**config.mk**
```make
export PLATFORM = sky130hd
export DESIGN_NAME = x86_decode
export DESIGN_NICKNAME = d
export VERILOG_FILES = /design/src/source/x86_isa_pkg.sv /design/src/source/decode_pkg.sv /design/src/source/opcode_classifier.sv /design/src/source/modrm_decoder.sv /design/src/source/operand_resolver.sv /design/src/source/x86_decode.sv
export SDC_FILE = /design/constraint.sdc
export NUM_CORES = 1
export LEC_CHECK = 0
export BUFFER_PORTS_ARGS = -buffer_cell sky130_fd_sc_hd__buf_4
export CORE_UTILIZATION = 25
export DETAILED_ROUTE_END_ITERATION = 10
export SETUP_SLACK_MARGIN = 0.2
export SLEW_MARGIN = 40
export SYNTH_ARGS = -nofsm -noshare
export SYNTH_HDL_FRONTEND = slang
export SYNTH_SLANG_ARGS = --single-unit
```
**constraint.sdc**
```tcl
create_clock -name vclk -period 2.8
set_input_delay 0.56 -clock vclk [all_inputs]
set_output_delay 0.56 -clock vclk [all_outputs]
set_load 0.02 [all_outputs]
```
**src/source/x86_isa_pkg.sv**
```systemverilog
// 8086 encoding only. Register codes 0-7 follow the 8086 order, segments sit at 8-11, NONE is 12
package x86_isa_pkg;

    typedef logic [7:0] opcode_t;

    // ModR/M byte as it arrives from the fetch stream
    typedef struct packed {
        logic [1:0] mod;
        logic [2:0] reg_field;  // Register or opcode extension
        logic [2:0] rm;
    } modrm_t;

    typedef enum logic [3:0] {
        REG_AX   = 4'd0,
        REG_CX   = 4'd1,
        REG_DX   = 4'd2,
        REG_BX   = 4'd3,
        REG_SP   = 4'd4,
        REG_BP   = 4'd5,
        REG_SI   = 4'd6,
        REG_DI   = 4'd7,
        REG_ES   = 4'd8,        // Segment codes are 8 plus the sreg field
        REG_CS   = 4'd9,
        REG_SS   = 4'd10,
        REG_DS   = 4'd11,
        REG_NONE = 4'd12        // No register in this slot
    } reg_code_t;

    // High bit of a register code marks a segment register
    localparam logic [3:0] SREG_FLAG = 4'b1000;

    // ModR/M mod field values
    localparam logic [1:0] MOD_NO_DISP   = 2'd0;
    localparam logic [1:0] MOD_DISP_BYTE = 2'd1;
    localparam logic [1:0] MOD_DISP_WORD = 2'd2;
    localparam logic [1:0] MOD_REGISTER  = 2'd3;

    // rm value that means a direct address when mod is 00
    localparam logic [2:0] RM_DIRECT = 3'd6;

endpackage

```
**src/source/decode_pkg.sv**
```systemverilog
// Decoder-internal classes and the final result; register codes come from x86_isa_pkg
package decode_pkg;

    // Where the displacement size comes from
    typedef enum logic [1:0] {
        DISP_NONE  = 2'd0,
        DISP_MODRM = 2'd1,      // Follows the ModR/M rules
        DISP_BYTE  = 2'd2,
        DISP_WORD  = 2'd3
    } disp_kind_e;

    // How an operand register code is built
    typedef enum logic [2:0] {
        SEL_ZERO  = 3'd0,       // Code 0
        SEL_REG   = 3'd1,       // {0, reg}
        SEL_RM    = 3'd2,       // {0, rm}
        SEL_OPLOW = 3'd3,       // {0, opcode[2:0]}
        SEL_SREG  = 3'd4        // {1, reg}
    } reg_sel_e;

    // Format class of one opcode
    typedef struct packed {
        logic       need_modrm;
        logic       need_imm;
        logic       imm_word;
        disp_kind_e disp_kind;
        reg_sel_e   dst_sel;
        reg_sel_e   src_sel;
        logic       byte_word;
        logic       undecoded;
        logic [2:0] op_low;     // Opcode low bits for SEL_OPLOW
    } opcode_class_t;

    // Everything derived from the ModR/M byte alone
    typedef struct packed {
        logic [2:0]            reg_field;
        logic [2:0]            rm;
        logic                  is_register;
        logic                  disp_present;
        logic                  disp_word;
        x86_isa_pkg::reg_code_t ea_base;
        x86_isa_pkg::reg_code_t ea_index;
    } ea_info_t;

    // Decode result handed to the fetch unit
    typedef struct packed {
        logic                  need_modrm;
        logic                  need_disp;
        logic                  disp_word;
        logic                  need_imm;
        logic                  imm_word;
        x86_isa_pkg::reg_code_t dst;
        x86_isa_pkg::reg_code_t src;
        logic                  byte_word;
        x86_isa_pkg::reg_code_t ea_base;
        x86_isa_pkg::reg_code_t ea_index;
        logic                  undecoded;
    } decode_result_t;

endpackage

```
**src/source/opcode_classifier.sv**
```systemverilog
// Covers the kept 8086 groups only; ENTER, group F6/F7/FE/FF and ESC opcodes report undecoded
`timescale 1ns/100ps

module opcode_classifier
(
    input  x86_isa_pkg::opcode_t      opcode,
    output decode_pkg::opcode_class_t cls
);

    decode_pkg::reg_sel_e dir_dst;
    decode_pkg::reg_sel_e dir_src;
    logic                 w_bit;

    // D bit picks which side of an R/M-R form is the register
    assign dir_dst = opcode[1] ? decode_pkg::SEL_REG : decode_pkg::SEL_RM;
    assign dir_src = opcode[1] ? decode_pkg::SEL_RM : decode_pkg::SEL_REG;

    // MOV R IMM and MOV sreg keep W in bit 3
    assign w_bit = (opcode[7:4] == 4'b1011 || opcode[7:2] == 6'b100011) ? opcode[3] : opcode[0];

    always_comb
    begin
        cls           = '0;
        cls.byte_word = w_bit;
        cls.op_low    = opcode[2:0];

        casez (opcode)
            8'b00??_?0??:                                   // ALU R/M R
            begin
                cls.need_modrm = 1'b1;
                cls.disp_kind  = decode_pkg::DISP_MODRM;
                cls.dst_sel    = dir_dst;
                cls.src_sel    = dir_src;
            end
            8'b00??_?10?:                                   // ALU ACC IMM
            begin
                cls.need_imm = 1'b1;
                cls.imm_word = opcode[0];
            end
            8'b000?_?11?, 8'b001?_?11?:                     // Seg push/pop, prefixes, adjust
            begin
                cls.undecoded = 1'b0;
            end
            8'b0100_????:                                   // INC/DEC reg16
            begin
                cls.dst_sel = decode_pkg::SEL_OPLOW;
                cls.src_sel = decode_pkg::SEL_OPLOW;
            end
            8'b0101_????:                                   // PUSH/POP reg16
                cls.src_sel = decode_pkg::SEL_OPLOW;
            8'b0110_000?:                                   // PUSHA/POPA
                cls.undecoded = 1'b0;
            8'b0111_????, 8'b1110_0010, 8'b1110_1011:       // Jcc, LOOP, JMP short
                cls.disp_kind = decode_pkg::DISP_BYTE;
            8'b1000_00??:                                   // ALU R/M IMM
            begin
                cls.need_modrm = 1'b1;
                cls.disp_kind  = decode_pkg::DISP_MODRM;
                cls.need_imm   = 1'b1;
                cls.imm_word   = (opcode[1:0] == 2'b01);    // Only 81 takes a word
                cls.dst_sel    = decode_pkg::SEL_RM;
            end
            8'b1000_01??, 8'b1000_10??:                     // TEST/XCHG/MOV R/M R
            begin
                cls.need_modrm = 1'b1;
                cls.disp_kind  = decode_pkg::DISP_MODRM;
                cls.dst_sel    = dir_dst;
                cls.src_sel    = dir_src;
            end
            8'b1000_11?0:                                   // MOV R/M sreg
            begin
                cls.need_modrm = 1'b1;
                cls.disp_kind  = decode_pkg::DISP_MODRM;
                cls.dst_sel    = opcode[1] ? decode_pkg::SEL_SREG : decode_pkg::SEL_RM;
                cls.src_sel    = opcode[1] ? decode_pkg::SEL_RM : decode_pkg::SEL_SREG;
            end
            8'b1000_1101:                                   // LEA writes reg
            begin
                cls.need_modrm = 1'b1;
                cls.disp_kind  = decode_pkg::DISP_MODRM;
                cls.dst_sel    = decode_pkg::SEL_REG;
            end
            8'b1000_1111:                                   // POP R/M
            begin
                cls.need_modrm = 1'b1;
                cls.disp_kind  = decode_pkg::DISP_MODRM;
                cls.dst_sel    = decode_pkg::SEL_RM;
            end
            8'b1001_0???:                                   // NOP/XCHG ACC
                cls.src_sel = decode_pkg::SEL_OPLOW;
            8'b1001_100?, 8'b1001_1011, 8'b1001_11??:       // CBW/CWD, WAIT, flag ops
                cls.undecoded = 1'b0;
            8'b1001_1010, 8'b1110_1010:                     // CALL/JMP far
            begin
                cls.disp_kind = decode_pkg::DISP_WORD;
                cls.need_imm  = 1'b1;
                cls.imm_word  = 1'b1;                       // Segment word
            end
            8'b1010_00??, 8'b1110_1000, 8'b1110_1001:       // MOV M ACC, CALL/JMP near
                cls.disp_kind = decode_pkg::DISP_WORD;
            8'b1010_100?:                                   // TEST ACC IMM
            begin
                cls.need_imm = 1'b1;
                cls.imm_word = opcode[0];
            end
            8'b1010_01??, 8'b1010_101?, 8'b1010_11??:       // String ops
                cls.undecoded = 1'b0;
            8'b1011_????:                                   // MOV R IMM
            begin
                cls.need_imm = 1'b1;
                cls.imm_word = opcode[3];
                cls.dst_sel  = decode_pkg::SEL_OPLOW;
            end
            8'b1100_000?:                                   // Shift/rotate by IMM8
            begin
                cls.need_modrm = 1'b1;
                cls.disp_kind  = decode_pkg::DISP_MODRM;
                cls.need_imm   = 1'b1;
                cls.dst_sel    = decode_pkg::SEL_RM;
                cls.src_sel    = decode_pkg::SEL_RM;
            end
            8'b1100_0010:                                   // RET imm16
            begin
                cls.need_imm = 1'b1;
                cls.imm_word = 1'b1;
            end
            8'b1100_0011, 8'b1100_1011:                     // RET near/far
                cls.undecoded = 1'b0;
            8'b1100_010?:                                   // LES/LDS
            begin
                cls.need_modrm = 1'b1;
                cls.disp_kind  = decode_pkg::DISP_MODRM;
                cls.src_sel    = decode_pkg::SEL_REG;
            end
            8'b1100_011?:                                   // MOV I->M
            begin
                cls.need_modrm = 1'b1;
                cls.disp_kind  = decode_pkg::DISP_MODRM;
                cls.need_imm   = 1'b1;
                cls.imm_word   = opcode[0];
                cls.dst_sel    = decode_pkg::SEL_RM;
            end
            8'b1101_00??:                                   // Shift/rotate by 1 or CL
            begin
                cls.need_modrm = 1'b1;
                cls.disp_kind  = decode_pkg::DISP_MODRM;
                cls.dst_sel    = decode_pkg::SEL_RM;
                cls.src_sel    = decode_pkg::SEL_RM;
            end
            8'b1110_01??:                                   // IN/OUT port imm8
                cls.need_imm = 1'b1;
            8'b1111_0011, 8'b1111_1010, 8'b1111_1100:       // REP, CLI, CLD
                cls.undecoded = 1'b0;
            default:
            begin
                cls           = '0;
                cls.undecoded = 1'b1;
            end
        endcase
    end

endmodule

```
**src/source/modrm_decoder.sv**
```systemverilog
// 16-bit 8086 addressing only; no SIB and no 32-bit forms
`timescale 1ns/100ps

module modrm_decoder
(
    input  x86_isa_pkg::modrm_t  modrm,
    output decode_pkg::ea_info_t ea
);

    logic direct;

    // mod=00 with rm=110 is a plain 16-bit address
    assign direct = (modrm.mod == x86_isa_pkg::MOD_NO_DISP)
                    && (modrm.rm == x86_isa_pkg::RM_DIRECT);

    always_comb
    begin
        ea.reg_field    = modrm.reg_field;
        ea.rm           = modrm.rm;
        ea.is_register  = (modrm.mod == x86_isa_pkg::MOD_REGISTER);
        ea.disp_present = direct || (modrm.mod == x86_isa_pkg::MOD_DISP_BYTE)
                          || (modrm.mod == x86_isa_pkg::MOD_DISP_WORD);
        ea.disp_word    = direct || (modrm.mod == x86_isa_pkg::MOD_DISP_WORD);

        case (modrm.rm)
            3'd0, 3'd1, 3'd7: ea.ea_base = x86_isa_pkg::REG_BX;
            3'd2, 3'd3, 3'd6: ea.ea_base = x86_isa_pkg::REG_BP;
            default:          ea.ea_base = x86_isa_pkg::REG_NONE;   // SI or DI alone
        endcase

        case (modrm.rm)
            3'd0, 3'd2, 3'd4: ea.ea_index = x86_isa_pkg::REG_SI;
            3'd1, 3'd3, 3'd5: ea.ea_index = x86_isa_pkg::REG_DI;
            default:          ea.ea_index = x86_isa_pkg::REG_NONE;
        endcase

        // Register operands and direct addresses use no EA registers
        if (ea.is_register || direct)
        begin
            ea.ea_base  = x86_isa_pkg::REG_NONE;
            ea.ea_index = x86_isa_pkg::REG_NONE;
        end
    end

endmodule

```
**src/source/operand_resolver.sv**
```systemverilog
// EA registers are reported only for opcodes that take a ModR/M byte
`timescale 1ns/100ps

module operand_resolver
(
    input  decode_pkg::opcode_class_t  cls,
    input  decode_pkg::ea_info_t       ea,
    output decode_pkg::decode_result_t result
);

    // Turns an operand selector into a register code
    function automatic x86_isa_pkg::reg_code_t sel_code
    (
        input decode_pkg::reg_sel_e sel,
        input logic [2:0]           reg_field,
        input logic [2:0]           rm,
        input logic [2:0]           op_low
    );
        case (sel)
            decode_pkg::SEL_REG:   return x86_isa_pkg::reg_code_t'({1'b0, reg_field});
            decode_pkg::SEL_RM:    return x86_isa_pkg::reg_code_t'({1'b0, rm});
            decode_pkg::SEL_OPLOW: return x86_isa_pkg::reg_code_t'({1'b0, op_low});
            decode_pkg::SEL_SREG:
                return x86_isa_pkg::reg_code_t'(x86_isa_pkg::SREG_FLAG | {1'b0, reg_field});
            default:               return x86_isa_pkg::REG_AX;   // Code 0
        endcase
    endfunction

    always_comb
    begin
        result.need_modrm = cls.need_modrm;
        result.need_imm   = cls.need_imm;
        result.imm_word   = cls.imm_word;
        result.byte_word  = cls.byte_word;
        result.undecoded  = cls.undecoded;
        result.dst        = sel_code(cls.dst_sel, ea.reg_field, ea.rm, cls.op_low);
        result.src        = sel_code(cls.src_sel, ea.reg_field, ea.rm, cls.op_low);

        case (cls.disp_kind)
            decode_pkg::DISP_MODRM: result.need_disp = ea.disp_present;
            decode_pkg::DISP_NONE:  result.need_disp = 1'b0;
            default:                result.need_disp = 1'b1;    // Fixed byte or word
        endcase

        case (cls.disp_kind)
            decode_pkg::DISP_MODRM: result.disp_word = ea.disp_word;
            decode_pkg::DISP_WORD:  result.disp_word = 1'b1;
            default:                result.disp_word = 1'b0;
        endcase

        // Without ModR/M the byte on the modrm input is not part of this instruction
        result.ea_base  = cls.need_modrm ? ea.ea_base : x86_isa_pkg::REG_NONE;
        result.ea_index = cls.need_modrm ? ea.ea_index : x86_isa_pkg::REG_NONE;
    end

endmodule

```
**src/source/x86_decode.sv**
```systemverilog
// Purely combinational; result is valid once opcode and modrm settle
`timescale 1ns/100ps

module x86_decode
(
    input  x86_isa_pkg::opcode_t       opcode,
    input  x86_isa_pkg::modrm_t        modrm,
    output decode_pkg::decode_result_t result
);

    decode_pkg::opcode_class_t cls;
    decode_pkg::ea_info_t      ea;

    opcode_classifier u_classifier
    (
        .opcode (opcode),
        .cls    (cls)
    );

    modrm_decoder u_modrm
    (
        .modrm  (modrm),
        .ea     (ea)
    );

    operand_resolver u_resolver
    (
        .cls    (cls),
        .ea     (ea),
        .result (result)
    );

endmodule

```
==> impl_metrics.sql, run 1 <==
INSERT INTO impl_metrics (metric_group, metric, value, unit) VALUES
('layout', 'synthToLayoutAreaGrowth', '83.8', '%'),
('min_path', 'min-delay-path-class', 'in2out', ''),
('synthesis', 'biggest_area_consumer_among_synthesized_cells', 'a221o_1', ''),
('critical_path', 'cp_data_required_time', '2240', 'ps'),
('synthesis', 'synth_top_cells_by_area', 'a221o_1, nand2b_1, o21ai_0', ''),
('status', 'status', 'complete, no violations', ''),
('placement', 'io_buffers', '38', ''),
('layout', 'sequential_cell_area', '0', 'sq um'),
('critical_path', 'path_type_of_the_worst_setup_path', 'in2out', ''),
('synthesis', 'mapped_nets', '156', ''),
('detailed_routing', 'routed_wl', '3.67', 'mm'),
('synthesis', 'netlist_instances', '140', ''),
('layout', 'final.clkbuf_count', '0', ''),
('critical_path', 'cell_type_with_the_highest_occurrence_count_on_the_critical_path', 'buf_6', ''),
('timing', 'achievable_clock_frequency', '381', 'MHz'),
('detailed_routing', 'post_drt_wl_per_cell', '15.3', 'um'),
('grt', 'via_count_of_the_first_global_routing_pass', '1195', ''),
('grt', 'wire_length_of_the_first_global_routing_pass', '5.46', 'mm'),
('grt', 'grt_max_degree', '21', ''),
('critical_path', 'critical_path.max_stage_delay', '290', 'ps'),
('layout', 'layout.cells.most_common_list', 'buf_4, buf_6, nand2_1', ''),
('layout', 'layout-drive-gt1-share', '54.7', '%'),
('floorplan', 'die_y', '63.9', 'um'),
('placement', 'place.gp.congestion', '0.778', ''),
('detailed_routing', 'first_iter_violations', '77', ''),
('timing', 'period_needed', '2620', 'ps'),
('pwr', 'cellLeakagePower', '0.747', 'nW'),
('floorplan', 'die_area', '4090', 'sq um'),
('floorplan', 'core-area', '3660', 'sq um'),
('floorplan', 'rows', '22', ''),
('job', 'drv.max_cap_violation_count', '0', ''),
('grt', 'grt_remaining_overflow', '0', ''),
('synthesis', 'post-synth-top-area-fraction', '7.31', '%'),
('critical_path', 'crit_arrival', '2060', 'ps'),
('floorplan', 'floorplan.die.width', '63.9', 'um'),
('timing', 'final_hold_viol_count', '0', ''),
('layout', 'layout.cells.most_common', 'buf_4', ''),
('layout', 'layout.sequential_cells', '0', ''),
('clock_network', 'postCtsHoldBufs', '0', ''),
('critical_path', 'critical_path.slowest_cell', 'o41ai_4', ''),
('synthesis', 'synth.avg_cell_area', '6.85', 'sq um'),
('detailed_routing', 'via_count', '1308', ''),
('timing', 'fin_crit_sh', '93.7', '%'),
('timing', 'setup_tns', '0', 'ps'),
('pwr', 'vdd.ir_drop.worst', '0.0896', 'mV'),
('critical_path', 'crit_path_end_kind', 'output pin', ''),
('floorplan', 'pin_count', '39', ''),
('layout', 'fin_util', '48.1', '%'),
('detailed_routing', 'route.antenna.remaining_nets', '0', ''),
('synthesis', 'synth_sequential_area_ratio', '0', '%'),
('critical_path', 'crit_path_max_fanout', '7', ''),
('critical_path', 'critical_path.cell_chain', 'buf_12, or2_4, buf_6, o41ai_4, a2111o_1, and4bb_1, and2_4, buf_6', ''),
('timing', 'rsz0062_at_grt', 'true', ''),
('layout', 'diodes', '0', ''),
('critical_path', 'worstSetupStartpointType', 'input pin', ''),
('grt', 'gr-usage-all-layers', '15.7', '%'),
('timing', 'report.final.slew_viol_count', '0', ''),
('grt', 'antenna_found_initial', '0', ''),
('pwr', 'power.density', '169', 'nW/um^2'),
('floorplan', 'start_util', '26.2', '%'),
('detailed_routing', 'firstDrtPassIters', '4', ''),
('detailed_routing', 'post_drt_via_cell_ratio', '5.45', ''),
('synthesis', 'ys_types', '61', ''),
('synthesis', 'synth_area', '958', 'sq um'),
('detailed_routing', 'detail_route.drc_violations', '0', ''),
('synthesis', 'synth.yosys.warnings', '0', ''),
('layout', 'layout.nets', '210', ''),
('placement', 'dp.final_hpwl', '2.39', 'mm'),
('timing', 'report.final.setup_viol', '0', '');
[layer usage]
| metal | up-vias | routed length (um) | part of all wire (%) | track usage, % |
|---|---|---|---|---|
| met2 | 47 | 1800 | 49 | 26.1 |
| met4 | 0 | 0 | 0 | 1.99 |
| li1 | 653 | - | - | - |
| met1 | 608 | 1670 | 45 | 22.5 |
| met5 | - | 0 | 0 | 0 |
| met3 | 0 | 204 | 5.6 | 1.25 |
[timing repair]
| item | 4_1_cts | 5_1_grt |
|---|---|---|
| resized for setup | 16 | 42 |
| pin swaps | 7 | 22 |
| setup endpoints to repair | 11 | 12 |
| cloned | 0 | 2 |
| setup buffers | 2 | 9 |
[report_power, final]
part | internal, mW | leakage (nW) | switching, mW | total [mW]
Sequential | 0 | 0 | 0 | 0
Combinational | 0.149 | 0.747 | 0.149 | 0.298
Clock | 0 | 0 | 0 | 0
[cells by family (layout without fill, tap and decap cells)]
family | after synthesis | count (layout) | share of synthesized area (%)
simple gates | 65 | 65 | 42.9
other cells | 1 | 1 | 0.391
xor+xnor | 2 | 2 | 1.83
compound gates | 50 | 50 | 42.0
fa+ha+maj | 1 | 1 | 1.04
buf+inv | 20 | 72 | 10.6
mux | 1 | 1 | 1.17
[cells in the mapped netlist (2+ instances only)]
| master | instances |
|---|---|
| clkbuf_1 | 2 |
| o22ai_1 | 2 |
| or2b_1 | 2 |
| nand2_1 | 10 |
| nor2b_1 | 5 |
| buf_2 | 5 |
| or2_2 | 2 |
| o21ai_0 | 8 |
| or4bb_1 | 2 |
| a221o_1 | 7 |
| a21oi_1 | 6 |
| a32oi_1 | 2 |
| and2_1 | 5 |
| nand3_1 | 2 |
| nor3b_1 | 3 |
| buf_6 | 2 |
| a2111oi_0 | 2 |
| nor4_1 | 2 |
| nand2b_1 | 9 |
| or3b_1 | 2 |
| o211ai_1 | 2 |
| o32ai_1 | 2 |
| o21bai_1 | 2 |
| inv_1 | 8 |
| nand3b_1 | 3 |
| nor2_1 | 6 |
| nor3_1 | 3 |
[critical path, delay by kind of cell]
kind | cells | cell delay [ps]
and+or+nand+nor | 3 | 650
buffers and inverters | 3 | 360
AOI/OAI and AO/OA | 2 | 480
[layout make-up]
cell class         instances  area (sq um)
fillers                  369          1900
repair buffers            64           619
multi-input cells        120          1050
well taps                 48          60.1
inverters                  8          30.0
[stage by stage]
step | setup WS [ps] | std cells | hold slack, ps | cell area [sq um] | power, mW
after floorplan | 208 | 140 | 1190 | 986 | 0.142
after global placement | 91.2 | 227 | 1440 | 1360 | 0.229
after detailed placement | 89.9 | 227 | 1440 | 1360 | 0.229
after CTS | 158 | 229 | 1440 | 1450 | 0.241
after global routing | 104 | 240 | 1450 | 1760 | 0.318
final | 176 | 240 | 1440 | 1760 | 0.298
[path summary, 6_finish.rpt]
check             depth (start not counted)      start   endpoint
setup / recovery                          8  opcode[2]  result[0]
hold / removal                            3   modrm[1]  result[6]
Power figures use the tool's default switching activity.
==> run 2: changes to the inputs <==
--- a/config.mk
+++ b/config.mk
@@ -6,6 +6,7 @@
 export NUM_CORES = 1
 export LEC_CHECK = 0
 export BUFFER_PORTS_ARGS = -buffer_cell sky130_fd_sc_hd__buf_4
+export CORE_ASPECT_RATIO = 1.2
 export CORE_UTILIZATION = 25
 export DETAILED_ROUTE_END_ITERATION = 10
 export SETUP_SLACK_MARGIN = 0.2
==> constraint.sdc (replaced) <==
create_clock -name vclk -period 2.48
set_input_delay 0.496 -clock vclk [all_inputs]
set_output_delay 0.496 -clock vclk [all_outputs]
set_load 0.02 [all_outputs]
==> run 2 against run 1 <==
Effect of this change:
- largest cell class unchanged
- sequential share of layout area unchanged
- largest power group unchanged
- via count increased by 11%
- total power rose by 37%
- global-route usage is 4.0 points higher
- highest routed layer unchanged
- cell count is 12% higher
- worst setup slack worse by 170 ps
- combinational power up 37%
- die area about the same
==> impl_metrics.sql, run 2 (synthesized netlist as in run 1, its figures left out) <==
INSERT INTO impl_metrics (metric_group, metric, value, unit) VALUES
('timing', 'report.final.setup_viol', '0', ''),
('timing', 'report.final.slew_viol_count', '0', ''),
('critical_path', 'critical_path.max_stage_delay', '450', 'ps'),
('detailed_routing', 'met3WireLength', '188', 'um'),
('timing', 'period_needed', '2470', 'ps'),
('grt', 'grt_remaining_overflow', '0', ''),
('detailed_routing', 'detail_route.drc_violations', '0', ''),
('min_path', 'min_path_cells', '3', ''),
('critical_path', 'path_type_of_the_worst_setup_path', 'in2out', ''),
('critical_path', 'critical_path.cell_chain', 'buf_12, or3b_4, nor2_2, o21bai_1, o31a_1, a221o_1, buf_4', ''),
('critical_path', 'crit_path_end_kind', 'output pin', ''),
('layout', 'diodes', '0', ''),
('detailed_routing', 'route.antenna.remaining_nets', '0', ''),
('clock_network', 'postCtsHoldBufs', '0', ''),
('layout', 'layout.nets', '235', ''),
('grt', 'antenna_found_initial', '0', ''),
('floorplan', 'die_y', '69.8', 'um'),
('layout', 'sequential_cell_area', '0', 'sq um'),
('timing', 'final.hold.worst_slack', '1290', 'ps'),
('layout', 'layout.cells.most_common', 'buf_4', ''),
('critical_path', 'critical_path.slowest_cell', 'or3b_4', ''),
('detailed_routing', 'firstDrtPassIters', '4', ''),
('detailed_routing', 'top_layer', 'met3', ''),
('layout', 'final.clkbuf_count', '0', ''),
('detailed_routing', 'route.met2.wl', '2.32', 'mm'),
('pwr', 'vdd.ir_drop.worst', '0.0930', 'mV'),
('detailed_routing', 'routed_wl', '4.14', 'mm'),
('pwr', 'int_pwr', '214', 'uW'),
('critical_path', 'worstSetupStartpointType', 'input pin', ''),
('layout', 'layout.sequential_cells', '0', ''),
('layout', 'combined_area_of_the_multi_input_logic_cells', '1160', 'sq um'),
('layout', 'layout.cells.most_common_list', 'buf_4, buf_6, nand2_1', ''),
('grt', 'grt_max_degree', '15', ''),
('floorplan', 'rows', '24', ''),
('placement', 'place.gp.congestion', '0.820', ''),
('pwr', 'p_sw', '193', 'uW'),
('floorplan', 'die_area', '4090', 'sq um'),
('layout', 'fin_util', '58.2', '%'),
('pwr', 'cellLeakagePower', '0.935', 'nW'),
('layout', 'synthToLayoutAreaGrowth', '123', '%'),
('pwr', 'power.density', '191', 'nW/um^2'),
('detailed_routing', 'via_count', '1457', ''),
('floorplan', 'pin_count', '39', ''),
('timing', 'fin_crit_sh', '99.6', '%'),
('floorplan', 'start_util', '26.2', '%'),
('min_path', 'hold_start', 'modrm[1]', ''),
('grt', 'wire_length_of_the_first_global_routing_pass', '6.58', 'mm'),
('min_path', 'min-delay-path-class', 'in2out', ''),
('min_path', 'timing.hold.worst_endpoint', 'result[6]', ''),
('detailed_routing', 'post_drt_wl_per_cell', '15.4', 'um'),
('timing', 'achievable_clock_frequency', '405', 'MHz'),
('job', 'drv.max_cap_violation_count', '0', ''),
('critical_path', 'crit_path_max_fanout', '7', ''),
('layout', 'layout-drive-gt1-share', '64.1', '%'),
('pwr', 'power.switching_fraction', '47.5', '%'),
('placement', 'detailedPlace.worstSlack', '-107', 'ps'),
('layout', 'layout.filler_cells', '340', ''),
('floorplan', 'floorplan.die.width', '58.5', 'um'),
('timing', 'rsz0062_at_grt', 'true', ''),
('critical_path', 'crit_arrival', '1970', 'ps'),
('detailed_routing', 'post_drt_via_cell_ratio', '5.42', ''),
('detailed_routing', 'wl_met1', '1.63', 'mm'),
('detailed_routing', 'first_iter_violations', '32', ''),
('timing', 'final_hold_viol_count', '0', ''),
('placement', 'io_buffers', '38', ''),
('floorplan', 'core-area', '3660', 'sq um'),
('grt', 'via_count_of_the_first_global_routing_pass', '1401', ''),
('pwr', 'clock_power_share', '0', '%'),
('status', 'status', 'complete, no violations', ''),
('critical_path', 'cp_data_required_time', '1980', 'ps'),
('grt', 'gr-usage-all-layers', '19.8', '%'),
('timing', 'setup_tns', '0', 'ps'),
('pwr', 'comb_power_share', '100.0', '%'),
('timing', 'minimum_setup_slack_in_the_final_design', '10.4', 'ps'),
('pwr', 'sequentialPowerShare', '0', '%'),
('placement', 'dp.final_hpwl', '2.87', 'mm');
## run 2: cell types whose count changed in the layout (fill, tap and decap cells not counted), moves of 3 or more
| cell | change |
|---|---|
| a21oi_4 | +3 |
| buf_4 | +10 |
| buf_6 | +12 |
| nand2b_4 | +4 |
## run 2: per-layer routing
metal / track usage, % / up-vias
li1: - / 702
met1: 23.9 / 706
met2: 39.2 / 49
met3: 0.560 / 0
met4: 0.794 / 0
met5: 0 / -
## run 2: area by class of cell
class                      count  area share (%)
timing repair buffer          89            41.0
multi-input combinational    120            54.5
inverter                       8            1.41
tap                           52            3.05
## run 2: what timing repair did
| action | in CTS | in global routing |
|---|---|---|
| resized for setup | 56 | 25 |
| setup buffers | 7 | 3 |
| endpoints found under the setup margin | 19 | 17 |
| pin swaps | 13 | 8 |
| gates cloned | 0 | 1 |
## run 2: worst max-delay path, delay by kind of cell
family / cells / cell delay [ps]
AND/OR/NAND/NOR: 2 / 610
AO/OA/AOI/OAI: 3 / 590
buffers and inverters: 2 / 270
## run 2: worst max path at each step
stage / startpoint / end / slack [ps] / depth (start not counted)
2_1_floorplan: opcode[2] / result[14] / 160 / 6
3_3_place_gp: opcode[3] / result[0] / -80 / 7
3_5_place_dp: opcode[5] / result[0] / -110 / 7
4_1_cts: opcode[4] / result[14] / -4 / 8
5_1_grt: opcode[4] / result[10] / -40 / 7
6_report: opcode[4] / result[10] / 10 / 7
## run 2: metrics by stage
stage	cell area [sq um]	power, mW	cells
after CTS	1950	0.369	265
after global routing	2130	0.429	269
after global placement	1670	0.313	258
after detailed placement	1670	0.314	258
final	2130	0.407	269
after floorplan	1090	0.182	140
## run 2: power groups by stage
stage	clock, mW	sequential [mW]	combinational, mW
final	0	0	0.407
after global routing	0	0	0.429
after CTS	0	0	0.369
after detailed placement	0	0	0.314
after global placement	0	0	0.313
after floorplan	0	0	0.182
